File: src/design/decodePkg.sv
package decodePkg;

    parameter int XLen    = 32;
    parameter int RegIdxW = 5;
    parameter int InstW   = 32;

    // Major opcodes of the kept RV32I groups
    typedef enum logic [6:0] {
        opLui    = 7'b0110111,
        opAuipc  = 7'b0010111,
        opLoad   = 7'b0000011,
        opStore  = 7'b0100011,
        opRegImm = 7'b0010011,
        opRegReg = 7'b0110011
    } opcodeT;

    typedef enum logic [5:0] {
        idNop = 6'd0,
        idLui, idAuipc,
        idLb, idLh, idLw, idLbu, idLhu,                         // Loads
        idSb, idSh, idSw,                                       // Stores
        idAddi, idSlti, idSltiu, idXori, idOri, idAndi,
        idSlli, idSrli, idSrai,
        idAdd, idSub, idSll, idSlt, idSltu,
        idXor, idSrl, idSra, idOr, idAnd
    } instIdxT;

    typedef enum logic [1:0] {
        typeNop,
        typeAlu,
        typeLoad,
        typeStore
    } instTypeT;

    typedef struct packed {
        logic [XLen-1:0]    pc;
        instIdxT            instIdx;
        instTypeT           instType;
        logic               rdE;
        logic [RegIdxW-1:0] rdIdx;
        logic               reg1E;
        logic [RegIdxW-1:0] reg1Idx;
        logic               reg2E;
        logic [RegIdxW-1:0] reg2Idx;
        logic [XLen-1:0]    imm;
    } decodedT;

    // Resolved packet handed to EX
    typedef struct packed {
        logic [XLen-1:0]    pc;
        instIdxT            instIdx;
        instTypeT           instType;
        logic               rdE;
        logic [RegIdxW-1:0] rdIdx;
        logic [XLen-1:0]    rs1Data;
        logic [XLen-1:0]    rs2Data;
        logic [XLen-1:0]    imm;
    } issueT;

endpackage
File: src/design/decodeStage.sv
module decodeStage (
    input  logic                            clk,
    input  logic                            rstN,

    input  logic                            inStrobe,
    input  logic [decodePkg::InstW-1:0]     inst,
    input  logic [decodePkg::XLen-1:0]      pc,

    output logic                            reg1E,
    output logic [decodePkg::RegIdxW-1:0]   reg1Idx,
    output logic                            reg2E,
    output logic [decodePkg::RegIdxW-1:0]   reg2Idx,
    input  logic [decodePkg::XLen-1:0]      reg1Data,
    input  logic [decodePkg::XLen-1:0]      reg2Data,

    input  logic                            exRdE,
    input  logic [decodePkg::RegIdxW-1:0]   exRdIdx,
    input  logic [decodePkg::XLen-1:0]      exRdData,
    input  decodePkg::instIdxT              exInstIdx,

    input  logic                            memRdE,          // Non-memory MEM results only
    input  logic [decodePkg::RegIdxW-1:0]   memRdIdx,
    input  logic [decodePkg::XLen-1:0]      memRdData,

    output logic                            outStrobe,
    output logic [decodePkg::XLen-1:0]      issuePc,         // pc of the issued instruction
    output decodePkg::instIdxT              instIdx,
    output decodePkg::instTypeT             instType,
    output logic                            rdE,
    output logic [decodePkg::RegIdxW-1:0]   rdIdx,
    output logic [decodePkg::XLen-1:0]      rs1Data,
    output logic [decodePkg::XLen-1:0]      rs2Data,
    output logic [decodePkg::XLen-1:0]      imm,
    output logic                            idStall
);

    decodePkg::decodedT decodedNow;
    decodePkg::decodedT decodedBuf;
    logic               decodeValid;
    decodePkg::issueT   issueNext;
    logic               issueNextStrobe;
    decodePkg::issueT   issueOut;

    instDecoder decoder (
        .inst    (inst),
        .pc      (pc),
        .decoded (decodedNow)
    );

    stageReg #(.payloadT(decodePkg::decodedT)) decodeBuf (
        .clk       (clk),
        .rstN      (rstN),
        .inStrobe  (inStrobe),
        .inData    (decodedNow),
        .outStrobe (decodeValid),
        .outData   (decodedBuf)
    );

    // Register file reads only for a live instruction
    assign reg1E   = decodeValid && decodedBuf.reg1E;
    assign reg1Idx = decodedBuf.reg1Idx;
    assign reg2E   = decodeValid && decodedBuf.reg2E;
    assign reg2Idx = decodedBuf.reg2Idx;

    operandSelect opSel (
        .decoded     (decodedBuf),
        .valid       (decodeValid),
        .reg1Data    (reg1Data),
        .reg2Data    (reg2Data),
        .exRdE       (exRdE),
        .exRdIdx     (exRdIdx),
        .exRdData    (exRdData),
        .exInstIdx   (exInstIdx),
        .memRdE      (memRdE),
        .memRdIdx    (memRdIdx),
        .memRdData   (memRdData),
        .issue       (issueNext),
        .issueStrobe (issueNextStrobe),
        .stall       (idStall)
    );

    stageReg #(.payloadT(decodePkg::issueT)) issueBuf (
        .clk       (clk),
        .rstN      (rstN),
        .inStrobe  (issueNextStrobe),
        .inData    (issueNext),
        .outStrobe (outStrobe),
        .outData   (issueOut)
    );

    assign issuePc  = issueOut.pc;
    assign instIdx  = issueOut.instIdx;
    assign instType = issueOut.instType;
    assign rdE      = issueOut.rdE;
    assign rdIdx    = issueOut.rdIdx;
    assign rs1Data  = issueOut.rs1Data;
    assign rs2Data  = issueOut.rs2Data;
    assign imm      = issueOut.imm;

endmodule

File: src/design/operandSelect.sv
module operandSelect (
    input  decodePkg::decodedT              decoded,
    input  logic                            valid,
    input  logic [decodePkg::XLen-1:0]      reg1Data,
    input  logic [decodePkg::XLen-1:0]      reg2Data,
    input  logic                            exRdE,
    input  logic [decodePkg::RegIdxW-1:0]   exRdIdx,
    input  logic [decodePkg::XLen-1:0]      exRdData,
    input  decodePkg::instIdxT              exInstIdx,
    input  logic                            memRdE,
    input  logic [decodePkg::RegIdxW-1:0]   memRdIdx,
    input  logic [decodePkg::XLen-1:0]      memRdData,
    output decodePkg::issueT                issue,
    output logic                            issueStrobe,
    output logic                            stall
);

    logic exIsLoad;
    logic exLoadDst;
    logic reg1Stall;
    logic reg2Stall;

    // Disabled read, then EX, then MEM, then register file; x0 never forwarded
    function automatic logic [decodePkg::XLen-1:0] resolve(
        input logic                          readE,
        input logic [decodePkg::RegIdxW-1:0] idx,
        input logic [decodePkg::XLen-1:0]    rfData
    );
        if (!readE) begin
            return '0;
        end
        if (exRdE && idx != '0 && exRdIdx == idx) begin
            return exRdData;
        end
        if (memRdE && idx != '0 && memRdIdx == idx) begin
            return memRdData;
        end
        return rfData;
    endfunction

    // Stores write no register, so only loads can cause a load-use hazard
    assign exIsLoad = exInstIdx inside {decodePkg::idLb, decodePkg::idLh, decodePkg::idLw,
                                        decodePkg::idLbu, decodePkg::idLhu};
    assign exLoadDst = exIsLoad && exRdIdx != '0;

    assign reg1Stall = decoded.reg1E && exLoadDst && decoded.reg1Idx == exRdIdx;
    assign reg2Stall = decoded.reg2E && exLoadDst && decoded.reg2Idx == exRdIdx;

    assign stall       = valid && (reg1Stall || reg2Stall);
    assign issueStrobe = valid && !stall;                       // Stalled instruction dropped

    always_comb begin
        issue.pc       = decoded.pc;
        issue.instIdx  = decoded.instIdx;
        issue.instType = decoded.instType;
        issue.rdE      = decoded.rdE;
        issue.rdIdx    = decoded.rdIdx;
        issue.rs1Data  = resolve(decoded.reg1E, decoded.reg1Idx, reg1Data);
        issue.rs2Data  = resolve(decoded.reg2E, decoded.reg2Idx, reg2Data);
        issue.imm      = decoded.imm;
    end

endmodule

File: src/design/stageReg.sv
module stageReg #(
    parameter type payloadT = logic
) (
    input  logic    clk,
    input  logic    rstN,
    input  logic    inStrobe,
    input  payloadT inData,
    output logic    outStrobe,
    output payloadT outData
);

    // Valid flag tracks the strobe every cycle
    always_ff @(posedge clk) begin
        if (!rstN) begin
            outStrobe <= 1'b0;
        end else begin
            outStrobe <= inStrobe;
        end
    end

    always_ff @(posedge clk) begin
        if (inStrobe) begin
            outData <= inData;                                  // Held until next strobe
        end
    end

endmodule

File: src/design/instDecoder.sv
module instDecoder (
    input  logic [decodePkg::InstW-1:0] inst,
    input  logic [decodePkg::XLen-1:0]  pc,
    output decodePkg::decodedT          decoded
);

    decodePkg::opcodeT              opcode;
    logic [2:0]                     funct3;
    logic                           funct7b5;
    logic [decodePkg::RegIdxW-1:0]  rdIdx;
    logic [decodePkg::RegIdxW-1:0]  rs1Idx;
    logic [decodePkg::RegIdxW-1:0]  rs2Idx;
    logic [decodePkg::XLen-1:0]     immI;
    logic [decodePkg::XLen-1:0]     immS;
    logic [decodePkg::XLen-1:0]     immU;
    logic [decodePkg::XLen-1:0]     immShamt;
    decodePkg::instIdxT             instIdx;

    assign opcode   = decodePkg::opcodeT'(inst[6:0]);
    assign funct3   = inst[14:12];
    assign funct7b5 = inst[30];
    assign rdIdx    = inst[11:7];
    assign rs1Idx   = inst[19:15];
    assign rs2Idx   = inst[24:20];

    assign immI     = {{(decodePkg::XLen-12){inst[31]}}, inst[31:20]};
    assign immS     = {{(decodePkg::XLen-12){inst[31]}}, inst[31:25], inst[11:7]};
    assign immU     = {inst[31:12], 12'b0};
    assign immShamt = {{(decodePkg::XLen-5){1'b0}}, inst[24:20]};   // Zero-extended

    // Instruction ID; anything undefined stays idNop
    always_comb begin
        instIdx = decodePkg::idNop;
        case (opcode)
            decodePkg::opLui:   instIdx = decodePkg::idLui;
            decodePkg::opAuipc: instIdx = decodePkg::idAuipc;
            decodePkg::opLoad: begin
                case (funct3)
                    3'b000:  instIdx = decodePkg::idLb;
                    3'b001:  instIdx = decodePkg::idLh;
                    3'b010:  instIdx = decodePkg::idLw;
                    3'b100:  instIdx = decodePkg::idLbu;
                    3'b101:  instIdx = decodePkg::idLhu;
                    default: instIdx = decodePkg::idNop;
                endcase
            end
            decodePkg::opStore: begin
                case (funct3)
                    3'b000:  instIdx = decodePkg::idSb;
                    3'b001:  instIdx = decodePkg::idSh;
                    3'b010:  instIdx = decodePkg::idSw;
                    default: instIdx = decodePkg::idNop;
                endcase
            end
            decodePkg::opRegImm: begin
                case (funct3)
                    3'b000:  instIdx = decodePkg::idAddi;
                    3'b010:  instIdx = decodePkg::idSlti;
                    3'b011:  instIdx = decodePkg::idSltiu;
                    3'b100:  instIdx = decodePkg::idXori;
                    3'b110:  instIdx = decodePkg::idOri;
                    3'b111:  instIdx = decodePkg::idAndi;
                    3'b001:  instIdx = funct7b5 ? decodePkg::idNop : decodePkg::idSlli;
                    default: instIdx = funct7b5 ? decodePkg::idSrai : decodePkg::idSrli;
                endcase
            end
            decodePkg::opRegReg: begin
                // funct7 bit 5 only selects SUB and SRA
                case (funct3)
                    3'b000:  instIdx = funct7b5 ? decodePkg::idSub : decodePkg::idAdd;
                    3'b001:  instIdx = funct7b5 ? decodePkg::idNop : decodePkg::idSll;
                    3'b010:  instIdx = funct7b5 ? decodePkg::idNop : decodePkg::idSlt;
                    3'b011:  instIdx = funct7b5 ? decodePkg::idNop : decodePkg::idSltu;
                    3'b100:  instIdx = funct7b5 ? decodePkg::idNop : decodePkg::idXor;
                    3'b110:  instIdx = funct7b5 ? decodePkg::idNop : decodePkg::idOr;
                    3'b111:  instIdx = funct7b5 ? decodePkg::idNop : decodePkg::idAnd;
                    default: instIdx = funct7b5 ? decodePkg::idSra : decodePkg::idSrl;
                endcase
            end
            default: instIdx = decodePkg::idNop;                // Branches, jumps, unknown
        endcase
    end

    always_comb begin
        decoded    = '0;
        decoded.pc = pc;
        if (instIdx != decodePkg::idNop) begin
            decoded.instIdx = instIdx;
            case (opcode)
                decodePkg::opLui, decodePkg::opAuipc: begin
                    decoded.instType = decodePkg::typeAlu;
                    decoded.rdE      = 1'b1;
                    decoded.rdIdx    = rdIdx;
                    decoded.imm      = immU;
                end
                decodePkg::opLoad: begin
                    decoded.instType = decodePkg::typeLoad;
                    decoded.rdE      = 1'b1;
                    decoded.rdIdx    = rdIdx;
                    decoded.reg1E    = 1'b1;
                    decoded.reg1Idx  = rs1Idx;
                    decoded.imm      = immI;
                end
                decodePkg::opStore: begin
                    decoded.instType = decodePkg::typeStore;
                    decoded.reg1E    = 1'b1;
                    decoded.reg1Idx  = rs1Idx;
                    decoded.reg2E    = 1'b1;
                    decoded.reg2Idx  = rs2Idx;
                    decoded.imm      = immS;
                end
                decodePkg::opRegImm: begin
                    decoded.instType = decodePkg::typeAlu;
                    decoded.rdE      = 1'b1;
                    decoded.rdIdx    = rdIdx;
                    decoded.reg1E    = 1'b1;
                    decoded.reg1Idx  = rs1Idx;
                    decoded.imm      = (funct3 == 3'b001 || funct3 == 3'b101) ? immShamt : immI;
                end
                decodePkg::opRegReg: begin
                    decoded.instType = decodePkg::typeAlu;
                    decoded.rdE      = 1'b1;
                    decoded.rdIdx    = rdIdx;
                    decoded.reg1E    = 1'b1;
                    decoded.reg1Idx  = rs1Idx;
                    decoded.reg2E    = 1'b1;
                    decoded.reg2Idx  = rs2Idx;
                end
                default: decoded.instIdx = decodePkg::idNop;
            endcase
        end
    end

endmodule

File: config.mk
export PLATFORM = sky130hd
export DESIGN_NAME = decodeStage
export DESIGN_NICKNAME = d
export VERILOG_FILES = /design/src/design/decodePkg.sv /design/src/design/decodeStage.sv /design/src/design/operandSelect.sv /design/src/design/stageReg.sv /design/src/design/instDecoder.sv
export SDC_FILE = /design/constraint.sdc
export NUM_CORES = 1
export LEC_CHECK = 0
export BUFFER_PORTS_ARGS = -buffer_cell sky130_fd_sc_hd__buf_2
export CAP_MARGIN = 30
export CORE_UTILIZATION = 40
export CTS_CLUSTER_SIZE = 16
export DETAILED_ROUTE_END_ITERATION = 10
export PLACE_DENSITY_LB_ADDON = 0.08
export SLEW_MARGIN = 20
export SYNTH_ARGS = -nofsm -noshare
export SYNTH_HDL_FRONTEND = slang
export SYNTH_SLANG_ARGS = --single-unit
export TNS_END_PERCENT = 100
File: constraint.sdc
create_clock -name clk -period 12.4 [get_ports clk]
set_input_delay 2.48 -clock clk [delete_from_list [all_inputs] [get_ports clk]]
set_output_delay 2.48 -clock clk [all_outputs]
set_load 0.05 [all_outputs]
==> reports/qor.txt <==
Largest family of logic cells by synthesized area - compound AO/OA/AOI/OAI gates
Post-Syn Area per Cell - 13.8 um^2
R2r endpoint - issueBuf.outData[68]$_SDFFCE_PN0P_
Synth Flop Type - edfxtp_1
Core area - 24,200 um^2
Crit Reg-Reg Startpoint - decodeBuf.outData[34]$_SDFFCE_PN0P_
Vias per cell - 5.04
Max Cap Viol - 0
Synth Area in XOR/XNOR - 1.77%
H-tree depth - 1
Post-CTS setup buffers - 0
Final setup vio count - 0
Clock Latency Late Sink - 530 ps
Worst R2R Setup Slack - 8930 ps
Post-synth EDFFs - 230
Compound-cell area share of the yosys netlist - 12.7%
Mapped cell area - 9880 um^2
Die ar. - 25,300 um^2
Seq/Total Area, Yosys - 70.3%
CTS clk-pin slew, worst paths - 60 ps
CP Capture Type - primary output
Final period util - 51.6%
Worst Setup Start Kind - input pin
CTS Sinks - 232
Fin crit period - 6400 ps
Syn-to-layout area delta - 30.9%
Clock root buffer - clkbuf_16
Layout cell share with drive strength beyond 1 - 39.9%
Asr flop ratio synth - 0%
Setup TNS - 0 ps
Max IR drop VDD - 0.0000819 V
FF+latch count, synth - 232
Largest net degree at the start of global routing - 69
Post-DP HPWL - 19,600 um
CP Data Arrival Time - 3920 ps
Drt first pass iters - 5
TritonCTS clock tree - done
Area leader, netlist - edfxtp_1
Post-synthesis instance total - 716
FF-to-FF path depth - 7
Pwr dens - 151 nW/um^2
Leak Pwr - 5.04 nW
HP Class - reg -> reg
Placed Area - 11,900 um^2
Worst Path Required - 9920 ps
Commonest non-fill, non-tap cell in the layout - buf_2
Distinct cells, synth - 44
Io pins - 369
Grt total ovfl - 0
Yosys top cell area share - 69.9%
Nets - 1,272
Synth Net Count - 929
Critical path class - in -> out
CTS Buf Count - 26
RSZ-0062 raised after global routing - no
Global-route wire length before repair - 42,300 um
DRC - 0
Top cells by area, synth - edfxtp_1, mux2i_1, a21oi_1, o21ai_0, xor2_1
Adder-Cell Fraction of Synth Area - 0%
Starting DRT DRC Count - 443
PostCTS Resize Cnt - 0
Die H - 159 um
Final instance area - 12,900 um^2
Max Root-Sink Buffers - 3
Hold Path Stages - 0
DP Cell Count - 1,354
WHS - 410 ps
Slew HR - 37.2%
Fmax - 156 MHz
ANT nets after route - 0
Input/output buffers - 367
Worst-Margin Slew - 942 ps
Final hold vios - 0
Post-synthesis simple-gate area fraction - 4.79%
Die Span X - 159 um
CP max FO - 3
Initial Util - 40.8%
Status - finished clean
All-layer global routing usage - 21.7%
Vias in the first global route - 6,943
Row count - 57
Clock skew - 20.6 ps
Initial antenna violation count - 5
Drt wl/cell - 19.9 um
Commonest cells after routing, fill and taps aside - buf_2, edfxtp_1, a21oi_1, o21ai_0, mux2i_1
CTS Hold Bufs - 0
Mux share of post-synthesis cell area - 6.69%
Final Max Tran Viols - 0
Non-Filler Instances - 1,407
Worst Hold Path EP - issueBuf.outData[12]$_DFFE_PP_
Final wirelength - 28,000 um
Tot Pwr - 1.95 mW
Hold Startpoint - decodeBuf.outData[12]$_SDFFCE_PN0P_
Routability congestion estimate - 0.855
Ys Warns - 0
Via count - 7,098
[power breakdown]
| group | total (mW) | internal, mW | switching [mW] |
|---|---|---|---|
| combinational | 0.163 | 0.0545 | 0.109 |
| clock | 0.884 | 0.574 | 0.310 |
| sequential | 0.906 | 0.897 | 0.00908 |
| total | 1.95 | 1.53 | 0.428 |
[cells in the mapped netlist, drive strengths merged, types with 2 or more instances]
master,n
a21boi,3
inv,11
and3,2
dfxtp,2
xor2,18
nor4b,2
and4,2
a31oi,2
buf,33
and2,6
edfxtp,230
nand3,9
nand2,25
mux2i,66
clkbuf,30
a211oi,7
nor2b,5
o22ai,2
nand4,2
nor3,7
nand2b,5
xnor2,2
nor4,3
nor2,21
a21o,2
a21oi,129
o21a,3
o21ai,72
a22oi,5
[worst max path at each step]
stage | startpoint | to | depth (start not counted)
floorplan | exRdIdx[1] | issueBuf.outData[0]$_DFFE_PP_ | 4
global placement | exRdIdx[4] | idStall | 7
detailed placement | exRdIdx[4] | idStall | 7
CTS | exRdIdx[4] | idStall | 7
global route | exRdIdx[4] | idStall | 7
finish | exRdIdx[4] | idStall | 7
[cell type report]
class / count / area [um^2]
Tap cell: 324 / 405
Inverter: 11 / 41.3
Sequential cell: 232 / 6950
Multi-Input combinational cell: 410 / 2590
Fill cell: 2160 / 11300
Antenna cell: 4 / 10.0
Clock inverter: 18 / 334
Clock buffer: 30 / 666
Timing Repair Buffer: 378 / 1940
[state kept, by name, indices dropped and copies added, names as in the netlist]
| name | flops |
|---|---|
| issueBuf.outData | 141 |
| decodeBuf.outData | 89 |
| decodeBuf.outStrobe | 1 |
| issueBuf.outStrobe | 1 |
[critical path, cell delays in order]
cell and delay, ps:
buf_2 120, xor2_1 160, nor3_1 280, nand3_1 110, a21oi_1 340, and2_1 180, buf_2 260
[cell families after synthesis]
family | Yosys count
AOI/OAI and AO/OA | 231
DFF | 232
muxes | 66
xor gates and xnor gates | 20
buffers and inverters | 74
other | 1
and+or+nand+nor | 92
[through the flow]
step                      setup WS, ps  util (%)
after detailed placement          6010      49.1
after CTS                         6010      53.3
after global placement            6070      49.0
after floorplan                   2290         -
after global routing              5930      53.3
final                             6000      53.3
[metal layers]
layer | global-route usage, % | vias up | share of wire [%] | wire length [um]
li1 | - | 3405 | - | -
met3 | 4.56 | 44 | 6.4 | 1800
met4 | 7.78 | 2 | 2.5 | 700
met2 | 38.3 | 269 | 52 | 14600
met5 | 0 | - | 0.050 | 14
met1 | 26.1 | 3378 | 39 | 10800
Note: power is estimated with default switching activity, not from simulation.
